$ cat src/source/rv32_isa_pkg.sv
// RV32I encoding constants for the reduced integer core
// Only OP, OP-IMM, LUI and SYSTEM are recognized; any other opcode runs as a no-op
// Funct7 fields are reduced to the single alternate bit at position 30
`default_nettype none

package rv32_isa_pkg;

    // ==================================================
    // Basic field types
    // ==================================================
    typedef logic [31:0] word_t;
    typedef logic [4:0]  reg_addr_t;
    typedef logic [6:0]  opcode_t;

    // Recognized opcodes
    localparam opcode_t OPC_OP     = 7'b0110011;
    localparam opcode_t OPC_OP_IMM = 7'b0010011;
    localparam opcode_t OPC_LUI    = 7'b0110111;
    localparam opcode_t OPC_SYSTEM = 7'b1110011;

    // Funct3 codes, shared by register and immediate forms
    localparam logic [2:0] F3_ADD_SUB = 3'b000;
    localparam logic [2:0] F3_SLL     = 3'b001;
    localparam logic [2:0] F3_SLT     = 3'b010;
    localparam logic [2:0] F3_SLTU    = 3'b011;
    localparam logic [2:0] F3_XOR     = 3'b100;
    localparam logic [2:0] F3_SR      = 3'b101;
    localparam logic [2:0] F3_OR      = 3'b110;
    localparam logic [2:0] F3_AND     = 3'b111;

    // Funct7 bit selecting SUB / SRA (instruction bit 30)
    localparam int F7_ALT_BIT = 5;

    // Sequential fetch step
    localparam word_t INSTR_BYTES = 32'd4;

    // ADDI x0, x0, 0
    localparam word_t NOP_WORD = 32'h0000_0013;

endpackage

`default_nettype wire

$ cat src/source/core_pipe_pkg.sv
// Pipeline payload types for the three-stage core
// A payload of all zeros is a bubble: valid, reg_write and is_halt all low
`default_nettype none

package core_pipe_pkg;

    // ==================================================
    // ALU operation select
    // ==================================================
    typedef enum logic [3:0] {
        ALU_ADD,
        ALU_SUB,
        ALU_SLL,
        ALU_SLT,
        ALU_SLTU,
        ALU_XOR,
        ALU_SRL,
        ALU_SRA,
        ALU_OR,
        ALU_AND,
        ALU_PASS_B      // LUI, operand B straight through
    } alu_op_t;

    // IF/ID payload
    typedef struct packed {
        logic                valid;
        rv32_isa_pkg::word_t pc;
        rv32_isa_pkg::word_t instr;
    } fetch_payload_t;

    // ID/EX payload
    typedef struct packed {
        logic                    valid;
        logic                    reg_write;
        logic                    is_halt;
        alu_op_t                 alu_op;
        logic                    use_imm;
        rv32_isa_pkg::reg_addr_t rs1_addr;
        rv32_isa_pkg::reg_addr_t rs2_addr;
        rv32_isa_pkg::word_t     rs1_data;
        rv32_isa_pkg::word_t     rs2_data;
        rv32_isa_pkg::word_t     imm;
        rv32_isa_pkg::reg_addr_t rd;
    } decode_payload_t;

endpackage

`default_nettype wire

$ cat src/source/fetch_unit.sv
// Program counter, sequential fetch only, no branch targets
// A halt in decode pulls the address back to the halt and freezes it until reset
// Assumes the valid instruction in decode was fetched from pc - 4
`timescale 1ns/1ns
`default_nettype none

module fetch_unit #(
    parameter rv32_isa_pkg::word_t RESET_PC = '0
) (
    input  logic                clk_i,
    input  logic                rst_i,
    input  logic                stall_i,
    input  logic                halt_seen_i,
    output rv32_isa_pkg::word_t instr_addr_o
);

    rv32_isa_pkg::word_t pc_q;
    logic                frozen_q;
    logic                halt_now;

    // Halt in decode and not yet frozen
    assign halt_now = halt_seen_i && !frozen_q;

    always_ff @(posedge clk_i) begin
        if (rst_i) begin
            pc_q     <= RESET_PC;
            frozen_q <= 1'b0;
        end else if (!stall_i && !frozen_q) begin
            if (halt_now) begin
                // Step back onto the halt itself and stop
                pc_q     <= pc_q - rv32_isa_pkg::INSTR_BYTES;
                frozen_q <= 1'b1;
            end else begin
                pc_q <= pc_q + rv32_isa_pkg::INSTR_BYTES;
            end
        end
    end

    // Show the halt address already in the cycle the halt is decoded
    assign instr_addr_o = halt_now ? pc_q - rv32_isa_pkg::INSTR_BYTES : pc_q;

    // Word alignment holds for any legal RESET_PC
    a_pc_aligned : assert property (@(posedge clk_i) disable iff (rst_i)
        instr_addr_o[1:0] == 2'b00);

endmodule

`default_nettype wire

$ cat src/source/decode_unit.sv
// Decode stage, purely combinational
// OP, OP-IMM and LUI write a register; everything else writes nothing
// Halt is SYSTEM with funct3 zero, other SYSTEM encodings are no-ops
`timescale 1ns/1ns
`default_nettype none

module decode_unit (
    input  core_pipe_pkg::fetch_payload_t  fetch_i,
    output rv32_isa_pkg::reg_addr_t        rs1_addr_o,
    output rv32_isa_pkg::reg_addr_t        rs2_addr_o,
    input  rv32_isa_pkg::word_t            rs1_data_i,
    input  rv32_isa_pkg::word_t            rs2_data_i,
    output core_pipe_pkg::decode_payload_t decode_o,
    output logic                           halt_seen_o
);

    localparam int ALT_POS = 25 + rv32_isa_pkg::F7_ALT_BIT;

    // ==================================================
    // Field extraction
    // ==================================================
    rv32_isa_pkg::opcode_t   opcode;
    rv32_isa_pkg::reg_addr_t rd;
    logic [2:0]              funct3;
    logic                    alt;
    logic                    is_op;
    logic                    is_op_imm;
    logic                    is_lui;
    logic                    is_halt;
    core_pipe_pkg::alu_op_t  alu_op;

    assign opcode     = fetch_i.instr[6:0];
    assign rd         = fetch_i.instr[11:7];
    assign funct3     = fetch_i.instr[14:12];
    assign rs1_addr_o = fetch_i.instr[19:15];
    assign rs2_addr_o = fetch_i.instr[24:20];
    assign alt        = fetch_i.instr[ALT_POS];

    // Opcode classes
    assign is_op     = opcode == rv32_isa_pkg::OPC_OP;
    assign is_op_imm = opcode == rv32_isa_pkg::OPC_OP_IMM;
    assign is_lui    = opcode == rv32_isa_pkg::OPC_LUI;
    assign is_halt   = fetch_i.valid && opcode == rv32_isa_pkg::OPC_SYSTEM &&
                       funct3 == 3'b000;

    // ALU operation from funct3 and alt bit
    always_comb begin
        case (funct3)
            rv32_isa_pkg::F3_ADD_SUB: begin
                // No SUBI, alt bit there is part of the immediate
                alu_op = (is_op && alt) ? core_pipe_pkg::ALU_SUB : core_pipe_pkg::ALU_ADD;
            end
            rv32_isa_pkg::F3_SLL:  alu_op = core_pipe_pkg::ALU_SLL;
            rv32_isa_pkg::F3_SLT:  alu_op = core_pipe_pkg::ALU_SLT;
            rv32_isa_pkg::F3_SLTU: alu_op = core_pipe_pkg::ALU_SLTU;
            rv32_isa_pkg::F3_XOR:  alu_op = core_pipe_pkg::ALU_XOR;
            rv32_isa_pkg::F3_SR: begin
                alu_op = alt ? core_pipe_pkg::ALU_SRA : core_pipe_pkg::ALU_SRL;
            end
            rv32_isa_pkg::F3_OR:   alu_op = core_pipe_pkg::ALU_OR;
            default:               alu_op = core_pipe_pkg::ALU_AND;
        endcase
        if (is_lui) begin
            alu_op = core_pipe_pkg::ALU_PASS_B;
        end
    end

    // ==================================================
    // Payload assembly
    // ==================================================
    always_comb begin
        decode_o.valid     = fetch_i.valid;
        // Unknown opcode or rd = x0 means no write
        decode_o.reg_write = fetch_i.valid && (is_op || is_op_imm || is_lui) &&
                             rd != '0;
        decode_o.is_halt   = is_halt;
        decode_o.alu_op    = alu_op;
        decode_o.use_imm   = is_op_imm || is_lui;
        decode_o.rs1_addr  = rs1_addr_o;
        decode_o.rs2_addr  = rs2_addr_o;
        decode_o.rs1_data  = rs1_data_i;
        decode_o.rs2_data  = rs2_data_i;
        // U immediate for LUI, sign-extended I immediate otherwise
        decode_o.imm       = is_lui ? {fetch_i.instr[31:12], 12'b0}
                                    : {{20{fetch_i.instr[31]}}, fetch_i.instr[31:20]};
        decode_o.rd        = rd;
    end

    assign halt_seen_o = is_halt;

endmodule

`default_nettype wire

$ cat src/source/register_file.sv
// 32 x 32-bit register file, asynchronous reads, one synchronous write
// No write-through: a read in the write cycle returns the old value
// x0 is never written, so it reads zero after reset
`timescale 1ns/1ns
`default_nettype none

module register_file (
    input  logic                    clk_i,
    input  logic                    rst_i,
    input  rv32_isa_pkg::reg_addr_t rs1_addr_i,
    input  rv32_isa_pkg::reg_addr_t rs2_addr_i,
    input  rv32_isa_pkg::reg_addr_t dbg_addr_i,
    input  logic                    we_i,
    input  rv32_isa_pkg::reg_addr_t waddr_i,
    input  rv32_isa_pkg::word_t     wdata_i,
    output rv32_isa_pkg::word_t     rs1_data_o,
    output rv32_isa_pkg::word_t     rs2_data_o,
    output rv32_isa_pkg::word_t     dbg_data_o
);

    rv32_isa_pkg::word_t regs_q [32];

    always_ff @(posedge clk_i) begin
        if (rst_i) begin
            for (int i = 0; i < 32; i++) begin
                regs_q[i] <= '0;
            end
        end else if (we_i && waddr_i != '0) begin
            regs_q[waddr_i] <= wdata_i;
        end
    end

    // Operand ports plus debug port
    assign rs1_data_o = regs_q[rs1_addr_i];
    assign rs2_data_o = regs_q[rs2_addr_i];
    assign dbg_data_o = regs_q[dbg_addr_i];

    // Decode must already have dropped x0 writes
    a_no_x0_write : assert property (@(posedge clk_i) disable iff (rst_i)
        we_i |-> waddr_i != '0);

endmodule

`default_nettype wire

$ cat src/source/pipeline_register.sv
// Generic stage register for a packed payload struct
// Stall wins over flush; flush and reset load the all-zero bubble
`timescale 1ns/1ns
`default_nettype none

module pipeline_register #(
    parameter type payload_t = logic [31:0]
) (
    input  logic     clk_i,
    input  logic     rst_i,
    input  logic     stall_i,
    input  logic     flush_i,
    input  payload_t d_i,
    output payload_t q_o
);

    payload_t q;

    always_ff @(posedge clk_i) begin
        if (rst_i) begin
            q <= '0;
        end else if (!stall_i) begin
            // Bubble on flush, else take the new stage contents
            if (flush_i) begin
                q <= '0;
            end else begin
                q <= d_i;
            end
        end
    end

    assign q_o = q;

endmodule

`default_nettype wire

$ cat src/source/execute_unit.sv
// Execute and writeback stage
// Single forwarding source: the last valid register write, held in a local copy
// Write request is combinational and dropped while stalled
`timescale 1ns/1ns
`default_nettype none

module execute_unit (
    input  logic                           clk_i,
    input  logic                           rst_i,
    input  logic                           stall_i,
    input  core_pipe_pkg::decode_payload_t decode_i,
    output logic                           we_o,
    output rv32_isa_pkg::reg_addr_t        waddr_o,
    output rv32_isa_pkg::word_t            wdata_o,
    output logic                           halted_o
);

    rv32_isa_pkg::reg_addr_t fwd_rd_q;
    rv32_isa_pkg::word_t     fwd_data_q;
    rv32_isa_pkg::word_t     op_a;
    rv32_isa_pkg::word_t     op_b_reg;
    rv32_isa_pkg::word_t     op_b;
    rv32_isa_pkg::word_t     result;
    logic [4:0]              shamt;
    logic                    commit;
    logic                    halted_q;

    // ==================================================
    // Operand select
    // ==================================================
    // fwd_rd_q stays x0 until the first write, x0 never forwards
    assign op_a = (fwd_rd_q != '0 && fwd_rd_q == decode_i.rs1_addr) ? fwd_data_q
                                                                     : decode_i.rs1_data;
    assign op_b_reg = (fwd_rd_q != '0 && fwd_rd_q == decode_i.rs2_addr) ? fwd_data_q
                                                                         : decode_i.rs2_data;
    assign op_b  = decode_i.use_imm ? decode_i.imm : op_b_reg;
    assign shamt = op_b[4:0];

    // ALU
    always_comb begin
        case (decode_i.alu_op)
            core_pipe_pkg::ALU_ADD:  result = op_a + op_b;
            core_pipe_pkg::ALU_SUB:  result = op_a - op_b;
            core_pipe_pkg::ALU_SLL:  result = op_a << shamt;
            core_pipe_pkg::ALU_SLT:  result = {31'b0, $signed(op_a) < $signed(op_b)};
            core_pipe_pkg::ALU_SLTU: result = {31'b0, op_a < op_b};
            core_pipe_pkg::ALU_XOR:  result = op_a ^ op_b;
            core_pipe_pkg::ALU_SRL:  result = op_a >> shamt;
            core_pipe_pkg::ALU_SRA:  result = $signed(op_a) >>> shamt;
            core_pipe_pkg::ALU_OR:   result = op_a | op_b;
            core_pipe_pkg::ALU_AND:  result = op_a & op_b;
            default:                 result = op_b;
        endcase
    end

    // ==================================================
    // Writeback and forwarding copy
    // ==================================================
    assign commit  = decode_i.valid && decode_i.reg_write && !stall_i;
    assign we_o    = commit;
    assign waddr_o = decode_i.rd;
    assign wdata_o = result;

    always_ff @(posedge clk_i) begin
        if (rst_i) begin
            fwd_rd_q <= '0;
            halted_q <= 1'b0;
        end else if (!stall_i) begin
            if (commit) begin
                fwd_rd_q <= decode_i.rd;
            end
            // Sticky until reset
            if (decode_i.valid && decode_i.is_halt) begin
                halted_q <= 1'b1;
            end
        end
    end

    always_ff @(posedge clk_i) begin
        if (commit) begin
            fwd_data_q <= result;
        end
    end

    assign halted_o = halted_q;

    // Once halted, only reset brings the core back
    a_halt_sticky : assert property (@(posedge clk_i) disable iff (rst_i)
        halted_o |=> halted_o);

endmodule

`default_nettype wire

$ cat src/source/rv32_core.sv
// Three-stage RV32I subset core: fetch, decode, execute with writeback
// stall_i freezes the PC, both stage registers, the forwarding copy and writes
// Instruction memory is read combinationally in the same cycle as instr_addr_o
`timescale 1ns/1ns
`default_nettype none

module rv32_core #(
    parameter rv32_isa_pkg::word_t RESET_PC = '0
) (
    input  logic                    clk_i,
    input  logic                    rst_i,
    input  logic                    stall_i,
    output rv32_isa_pkg::word_t     instr_addr_o,
    input  rv32_isa_pkg::word_t     instr_data_i,
    input  rv32_isa_pkg::reg_addr_t dbg_addr_i,
    output rv32_isa_pkg::word_t     dbg_data_o,
    output logic                    halted_o
);

    core_pipe_pkg::fetch_payload_t  fetch_d;
    core_pipe_pkg::fetch_payload_t  if_id_q;
    core_pipe_pkg::decode_payload_t decode_d;
    core_pipe_pkg::decode_payload_t id_ex_q;
    rv32_isa_pkg::reg_addr_t        rs1_addr;
    rv32_isa_pkg::reg_addr_t        rs2_addr;
    rv32_isa_pkg::word_t            rs1_data;
    rv32_isa_pkg::word_t            rs2_data;
    rv32_isa_pkg::reg_addr_t        waddr;
    rv32_isa_pkg::word_t            wdata;
    logic                           we;
    logic                           halt_seen;
    logic                           fetch_valid;

    // ==================================================
    // Fetch
    // ==================================================
    fetch_unit #(.RESET_PC(RESET_PC)) fetch (
        .clk_i        (clk_i),
        .rst_i        (rst_i),
        .stall_i      (stall_i),
        .halt_seen_i  (halt_seen),
        .instr_addr_o (instr_addr_o)
    );

    // No new work once the halt has left decode
    assign fetch_valid = !(halted_o || (id_ex_q.valid && id_ex_q.is_halt));
    assign fetch_d     = '{valid: fetch_valid, pc: instr_addr_o, instr: instr_data_i};

    pipeline_register #(.payload_t(core_pipe_pkg::fetch_payload_t)) if_id_reg (
        .clk_i   (clk_i),
        .rst_i   (rst_i),
        .stall_i (stall_i),
        .flush_i (halt_seen),
        .d_i     (fetch_d),
        .q_o     (if_id_q)
    );

    // ==================================================
    // Decode
    // ==================================================
    decode_unit decode (
        .fetch_i     (if_id_q),
        .rs1_addr_o  (rs1_addr),
        .rs2_addr_o  (rs2_addr),
        .rs1_data_i  (rs1_data),
        .rs2_data_i  (rs2_data),
        .decode_o    (decode_d),
        .halt_seen_o (halt_seen)
    );

    register_file regs (
        .clk_i      (clk_i),
        .rst_i      (rst_i),
        .rs1_addr_i (rs1_addr),
        .rs2_addr_i (rs2_addr),
        .dbg_addr_i (dbg_addr_i),
        .we_i       (we),
        .waddr_i    (waddr),
        .wdata_i    (wdata),
        .rs1_data_o (rs1_data),
        .rs2_data_o (rs2_data),
        .dbg_data_o (dbg_data_o)
    );

    pipeline_register #(.payload_t(core_pipe_pkg::decode_payload_t)) id_ex_reg (
        .clk_i   (clk_i),
        .rst_i   (rst_i),
        .stall_i (stall_i),
        .flush_i (1'b0),
        .d_i     (decode_d),
        .q_o     (id_ex_q)
    );

    // ==================================================
    // Execute and writeback
    // ==================================================
    execute_unit execute (
        .clk_i    (clk_i),
        .rst_i    (rst_i),
        .stall_i  (stall_i),
        .decode_i (id_ex_q),
        .we_o     (we),
        .waddr_o  (waddr),
        .wdata_o  (wdata),
        .halted_o (halted_o)
    );

endmodule

`default_nettype wire

$ cat config.mk
export PLATFORM = sky130hd
export DESIGN_NAME = rv32_core
export DESIGN_NICKNAME = d
export VERILOG_FILES = /design/src/source/rv32_isa_pkg.sv /design/src/source/core_pipe_pkg.sv /design/src/source/fetch_unit.sv /design/src/source/decode_unit.sv /design/src/source/register_file.sv /design/src/source/pipeline_register.sv /design/src/source/execute_unit.sv /design/src/source/rv32_core.sv
export SDC_FILE = /design/constraint.sdc
export NUM_CORES = 2
export LEC_CHECK = 0
export BUFFER_PORTS_ARGS = -buffer_cell sky130_fd_sc_hd__buf_2
export CORE_MARGIN = 8
export CORE_UTILIZATION = 50
export CTS_CLUSTER_SIZE = 8
export DETAILED_ROUTE_END_ITERATION = 12
export PLACE_DENSITY = 0.66
export SYNTH_ARGS = -nofsm -noshare
export SYNTH_HDL_FRONTEND = slang
export SYNTH_SLANG_ARGS = --single-unit
$ cat constraint.sdc
create_clock -name clk_i -period 6.78 [get_ports clk_i]
set_clock_uncertainty 0.15 [all_clocks]
set_input_delay 1.017 -clock clk_i [delete_from_list [all_inputs] [get_ports clk_i]]
set_output_delay 1.017 -clock clk_i [all_outputs]
set_load 0.005 [all_outputs]
## Word level (Yosys, flattened, before mapping)

Memories as Yosys holds them, arrays and structs flattened. A register that Yosys moved wholly into a read port is not among the register bits.
Cells that the tools add are included.
W data, S select, Z words.

- $add $sub $neg: 4
- $mul: 0
- Div/mod/pow operators: 0
- Magnitude comparators: 2
- Eq/ne operators: 21
- Shift operators: 3
- Mux-type cells: 20
- Bitwise operators: 4
- Reductions and logical operators: 31

Operators with widths:

| operator | count |
|---|---|
| $pmux W32 S10 | 1 |
| $mux W32 | 6 |
| $mux W65 | 1 |
| $lt A32 B32 Y1 | 2 |
| $add A32 B3 Y32 const B | 1 |
| $add A32 B32 Y32 | 1 |
| $and A32 B32 Y32 | 1 |
| $or A32 B32 Y32 | 1 |
| $reduce_or A32 Y1 | 1 |
| $shl A32 B5 Y32 | 1 |
| $shr A32 B5 Y32 | 1 |
| $sshr A32 B5 Y32 | 1 |
| $sub A32 B3 Y32 const B | 1 |
| $sub A32 B32 Y32 | 1 |
| $xor A32 B32 Y32 | 1 |
| $mux W31 | 1 |
| $pmux W4 S7 | 1 |
| $eq A4 B3 Y1 const B | 4 |
| $reduce_bool A5 Y1 | 3 |
| $eq A7 B6 Y1 const B | 2 |
| $logic_and A1 B1 Y1 | 13 |
| $eq A5 B5 Y1 | 2 |
| $eq A3 B3 Y1 const B | 3 |
| $eq A4 B2 Y1 const B | 2 |
| 15 further kinds | 33 |

- Flip-flop bits (word level): 159
- Bits in latches: 0
- Bits in writable memories: 1,024
- Memory bits (read-only): 0
- Input port bits: 40
- Word-level logic and storage cells: 102
- Memories kept: 1

Memories:

| name | words | bits a word | rd ports | clocked after Yosys merged registers in | write ports | line | source |
|---|---|---|---|---|---|---|---|
| regs.regs_q | 32 | 32 | 3 | 2 | 32 | register_file.sv:21 | `rv32_isa_pkg::word_t regs_q [32];` |

## Depth between registers and ports, before layout

- Depth after elaboration: 8
- Gate-level depth with buffers: 25
- Depth with buffers taken out: 18

## Cells and area by module

Synthesis repeated with hierarchy kept, for this count alone.

- Cell total of the unflattened synthesis: 8,960
- Area total of the unflattened synthesis: 89,178.0 µm²

Modules (own cells, without submodules):

| module | instances | cells each | area an instance (µm²) | sequential area each (µm²) |
|---|---|---|---|---|
| register_file | 1 | 5,763 | 64,682.0 | 30,749.5 |
| execute_unit | 1 | 1,844 | 12,932.4 | 1,081.0 |
| pipeline_register (id_ex_reg) | 1 | 529 | 4,718.3 | 2,382.3 |
| pipeline_register (if_id_reg) | 1 | 289 | 2,945.3 | 1,301.2 |
| fetch_unit | 1 | 381 | 2,771.4 | 620.6 |
| decode_unit | 1 | 152 | 1,116.1 | 0.0 |
| rv32_core | 1 | 2 | 12.5 | 0.0 |

## Worst setup path before layout

No wires, ideal clock.

- Path type: register to register
- Start: register execute.fwd_rd_q[4]
- End: memory regs.regs_q[12][19] in the netlist's numbering, data pin
- Setup time: 0.265 ns
- Data arrival time: 5.133 ns
- Path slack: 1.232 ns
- Cell stages (with the launch flop): 26
- Clock period less this slack: 5.548 ns
- Path through: dfxtp_1 > nor3_1 > and2_1 > buf_2 > buf_2 > buf_2 > nor3_1 > buf_2 > buf_2 > mux2i_1 > nor2_1 > a21oi_1 > inv_1 > ha_1 > buf_2 > o21ai_1 > a211oi_1 > a221oi_1 > nand3_1 > a311oi_1 > xnor2_1 > a221oi_1 > o211ai_1 > o41ai_2 > buf_2 > nor2_1

RTL lines:

| what | line | source |
|---|---|---|
| from (decl) | execute_unit.sv:18 | `rv32_isa_pkg::reg_addr_t fwd_rd_q;` |
| from (signal assigned) | execute_unit.sv:70 | `fwd_rd_q <= decode_i.rd;` |
| to (decl) | register_file.sv:21 |  |

==> out/metrics.csv <==
stage,metric,value,unit
power_and_ir_drop,Internal Power,15100,uW
floorplanning,I/O pins,105,
run_status,outcome,"complete, no violations",
sta,Worst-Margin Slew,1.30,ns
layout,share of cells above drive strength 1,0.268,
synth,Ys Warns,0,
drt,post-route ant nets,0,
drt,First DRT Iteration DRCs,12000,
power_and_ir_drop,P per Cell Area,247,nW/um2
worst_setup_path,"CP delay by family, top",compound AO/OA/AOI/OAI gates,
grt,vias in the first global route,61400,
drt,drt total wl,317,mm
sta,count of pins over their slew limit,0,
worst_setup_path,crit-path max FO,32,
grt,first-pass GRT wire length,449,mm
grt,initial antenna violation count,19,
power_and_ir_drop,switching part of the total,0.309,
synth,Netlist Area Pre-Place,80200,um2
cts,CTS Buf Count,175,
floorplanning,Cell Rows,147,
worst_setup_path,Critical Path Most Common Cell,buf_4,
hold_path,min-delay worst type,in2reg,
cts,Max clock buf depth,3,
drt,drt wl/cell,37.3,um
floorplanning,initial core utilization,0.502,
place,input/output buffers,102,
worst_setup_path,CP Data Required Time,7.18,ns
cts,# clock sinks,1245,
power_and_ir_drop,Leak,0.0300,uW
floorplanning,Die H,416,um
cts,Root Buffer,clkbuf_16,
worst_setup_path,max incr delay on CP,0.69,ns
sta,TNS Setup,0,ns
cts,hold_buf cts,0,
sta,Max-slew headroom,0.136,
synth,most frequent cell after synthesis,nor2_1,
grt,grt total ovfl,0,
grt,pin count of the biggest net entering global routing,157,
power_and_ir_drop,sequential power share,0.406,
place,post-DP HPWL,200,mm
layout,final non-filler cell area,88600,um2
place,GPL Wtd Cong,1.06,
synth,async set-or-reset flop fraction in the synthesized netlist,0,
layout,Filler cells,12800,
place,placed instance area,83500,um2
synth,"EDFF count, synth",1056,
cts,clock transition at the registers of the reported paths,0.05,ns
sta,endpoints failing setup,0,
worst_setup_path,WP buf/inv,4,
floorplanning,Die W,416,um
worst_setup_path,CP Capture Type,register,
drt,via total after detailed routing,63500,
worst_setup_path,CP Launch Type,register,
layout,Nets,6463,
synth,commonest cells in the netlist,"nor2_1 (1148), edfxtp_1 (1056), mux4_2 (960), clkbuf_1 (423), a21oi_1 (300)",
power_and_ir_drop,Comb pwr share,0.215,
drt,drt first pass iters,9,
cts,clk_lat worst skew,0.85,ns
synth,register area share after synthesis,0.443,
grt,global-route total usage across every layer,0.356,
synth,Post-synth top flop,edfxtp_1,
synth,Cells after Synth,6430,
worst_setup_path,worst-path cell chain,xnor2_1 > nand3_1 > nor3_2 > buf_4 > buf_4 > mux2i_1 > o21ai_0 > ha_1 > nand4_1 > a211oi_1 > a221oi_1 > buf_4 > nand3_1 > a311oi_1 > o31ai_1 > a221oi_1 > nor2_1 > o41ai_4 > buf_4 > nor2_1,
synth,mean post-synth cell area,12.5,um2
cts,CTS tree,built,
synth,Yosys cell types,106,
sta,Final min period,6.42,ns
power_and_ir_drop,sw power,6760,uW
power_and_ir_drop,Max IR drop VDD,0.000279,V
sta,RSZ-0062 raised after global routing,no,
drt,via-per-instance ratio,7.46,
sta,max frequency,156,MHz
worst_setup_path,kind of critical path,reg2reg,
sta,final worst-path cycle share,0.948,
power_and_ir_drop,clock share of power,0.380,
job,maximum capacitance violations,0,
sta,worst hold slack,0.279,ns
synth,cell taking the most area after synthesis,edfxtp_1,
synth,synth top area cells,"edfxtp_1 (40%), mux4_2 (27%), nor2_1 (5.4%)",
floorplanning,CORE AREA,160000,um2
worst_setup_path,Crit path arrival time,6.82,ns
drt,DRC,0,
sta,final hold viol count,0,
synth,top-area cell type share of the netlist area,0.396,
layout,Area Growth Syn to Fin,10.5,%
worst_setup_path,"Slowest-stage cell, CP",a311oi_1,
synth,#FFs+latches synth,1245,
floorplanning,die area,173000,um2
cts,H-tree depth,4,
==> timing repair <==
item | CTS | global route
gates resized for setup | 0 | 1
buffers inserted | 0 | 0
setup endpoints to repair | 0 | 32
==> registers in the layout (all words and copies together), names as in the netlist <==
signal              cells
if_id_reg.q_o          33
fetch.frozen_q          1
execute.fwd_data_q     32
execute.fwd_rd_q        5
id_ex_reg.q_o         119
regs.regs_q          1024
execute.halted_o        1
fetch.pc_q             30
==> kinds of logic after synthesis <==
logic type,after synthesis,share of synthesized area
compound gates,985,0.0829
xor+xnor,70,0.00765
fa+ha+maj,105,0.0166
buf+inv,815,0.0417
flops,1245,0.443
mux,1167,0.296
other cells,1,0.0000468
simple gates,2042,0.112
==> power by group through the flow <==
stage	Combinational, uW	Sequential [uW]	Clock (uW)
2_1_floorplan	2980	8860	0
3_3_place_gp	4490	8970	0
3_5_place_dp	4510	9000	0
4_1_cts	4530	8850	8330
5_1_grt	4840	8890	8630
6_report	4690	8870	8290
==> through the flow <==
step | total power, uW | util | setup WS, ns | cells
after floorplan | 11800 | - | 1.23 | 6463
after CTS | 21700 | 0.554 | 0.596 | 8501
final | 21900 | 0.554 | 0.356 | 8509
after detailed placement | 13500 | 0.522 | 0.594 | 8227
after global placement | 13500 | 0.522 | 0.615 | 8227
after global routing | 22400 | 0.554 | 0.0261 | 8501
==> worst min-delay path, cell delays in order <==
cell and delay, ns:
buf_2 0.08, mux2i_1 0.05, nor2_1 0.07
==> per-layer routing <==
layer  up-vias  global-route usage  part of all wire
li1      25000                   -                 -
met1     31400               0.453              0.34
met2      5772               0.535              0.44
met3      1321               0.120              0.15
met4        10               0.204             0.072
met5         -             0.00861           0.00055
==> placed cells by master, fill, tap and decap left out, types with 163 or more instances in the layout <==
cell	netlist	layout
nor2_1	1148	1141
edfxtp_1	1056	1056
mux4_2	960	960
a21oi_1	300	298
nor3_1	289	287
buf_4	15	226
nand2_1	247	215
dfxtp_1	189	178
clkbuf_16	0	175
mux2i_1	166	166
o211ai_1	163	163
==> layout make-up <==
class	instances	area (um2)	share of cell area
clock buffer	255	4680	0.0528
multi-input combinational	4403	41900	0.473
inverter	128	483	0.00545
timing repair buffer	365	3010	0.0340
sequential	1245	35500	0.401
clock inverter	19	404	0.00456
antenna	8	20.0	0.000226
tap	2086	2610	0.0295
==> final timing paths <==
kind	start	to	slack, ns	cells after the start
setup / recovery	execute.fwd_rd_q[4]$_SDFFE_PP0P_	regs.regs_q[14][21]$_SDFFCE_PN0P_	0.36	20
hold / removal	instr_data_i[24]	if_id_reg.q_o[24]$_SDFFE_PP0N_	0.28	3
setup reg to reg	execute.fwd_rd_q[4]$_SDFFE_PP0P_	regs.regs_q[14][21]$_SDFFCE_PN0P_	0.36	20
hold reg to reg	id_ex_reg.q_o[117]$_SDFFE_PP0N_	id_ex_reg.q_o[117]$_SDFFE_PP0N_	0.31	2
(Power assumes the default switching activity.)
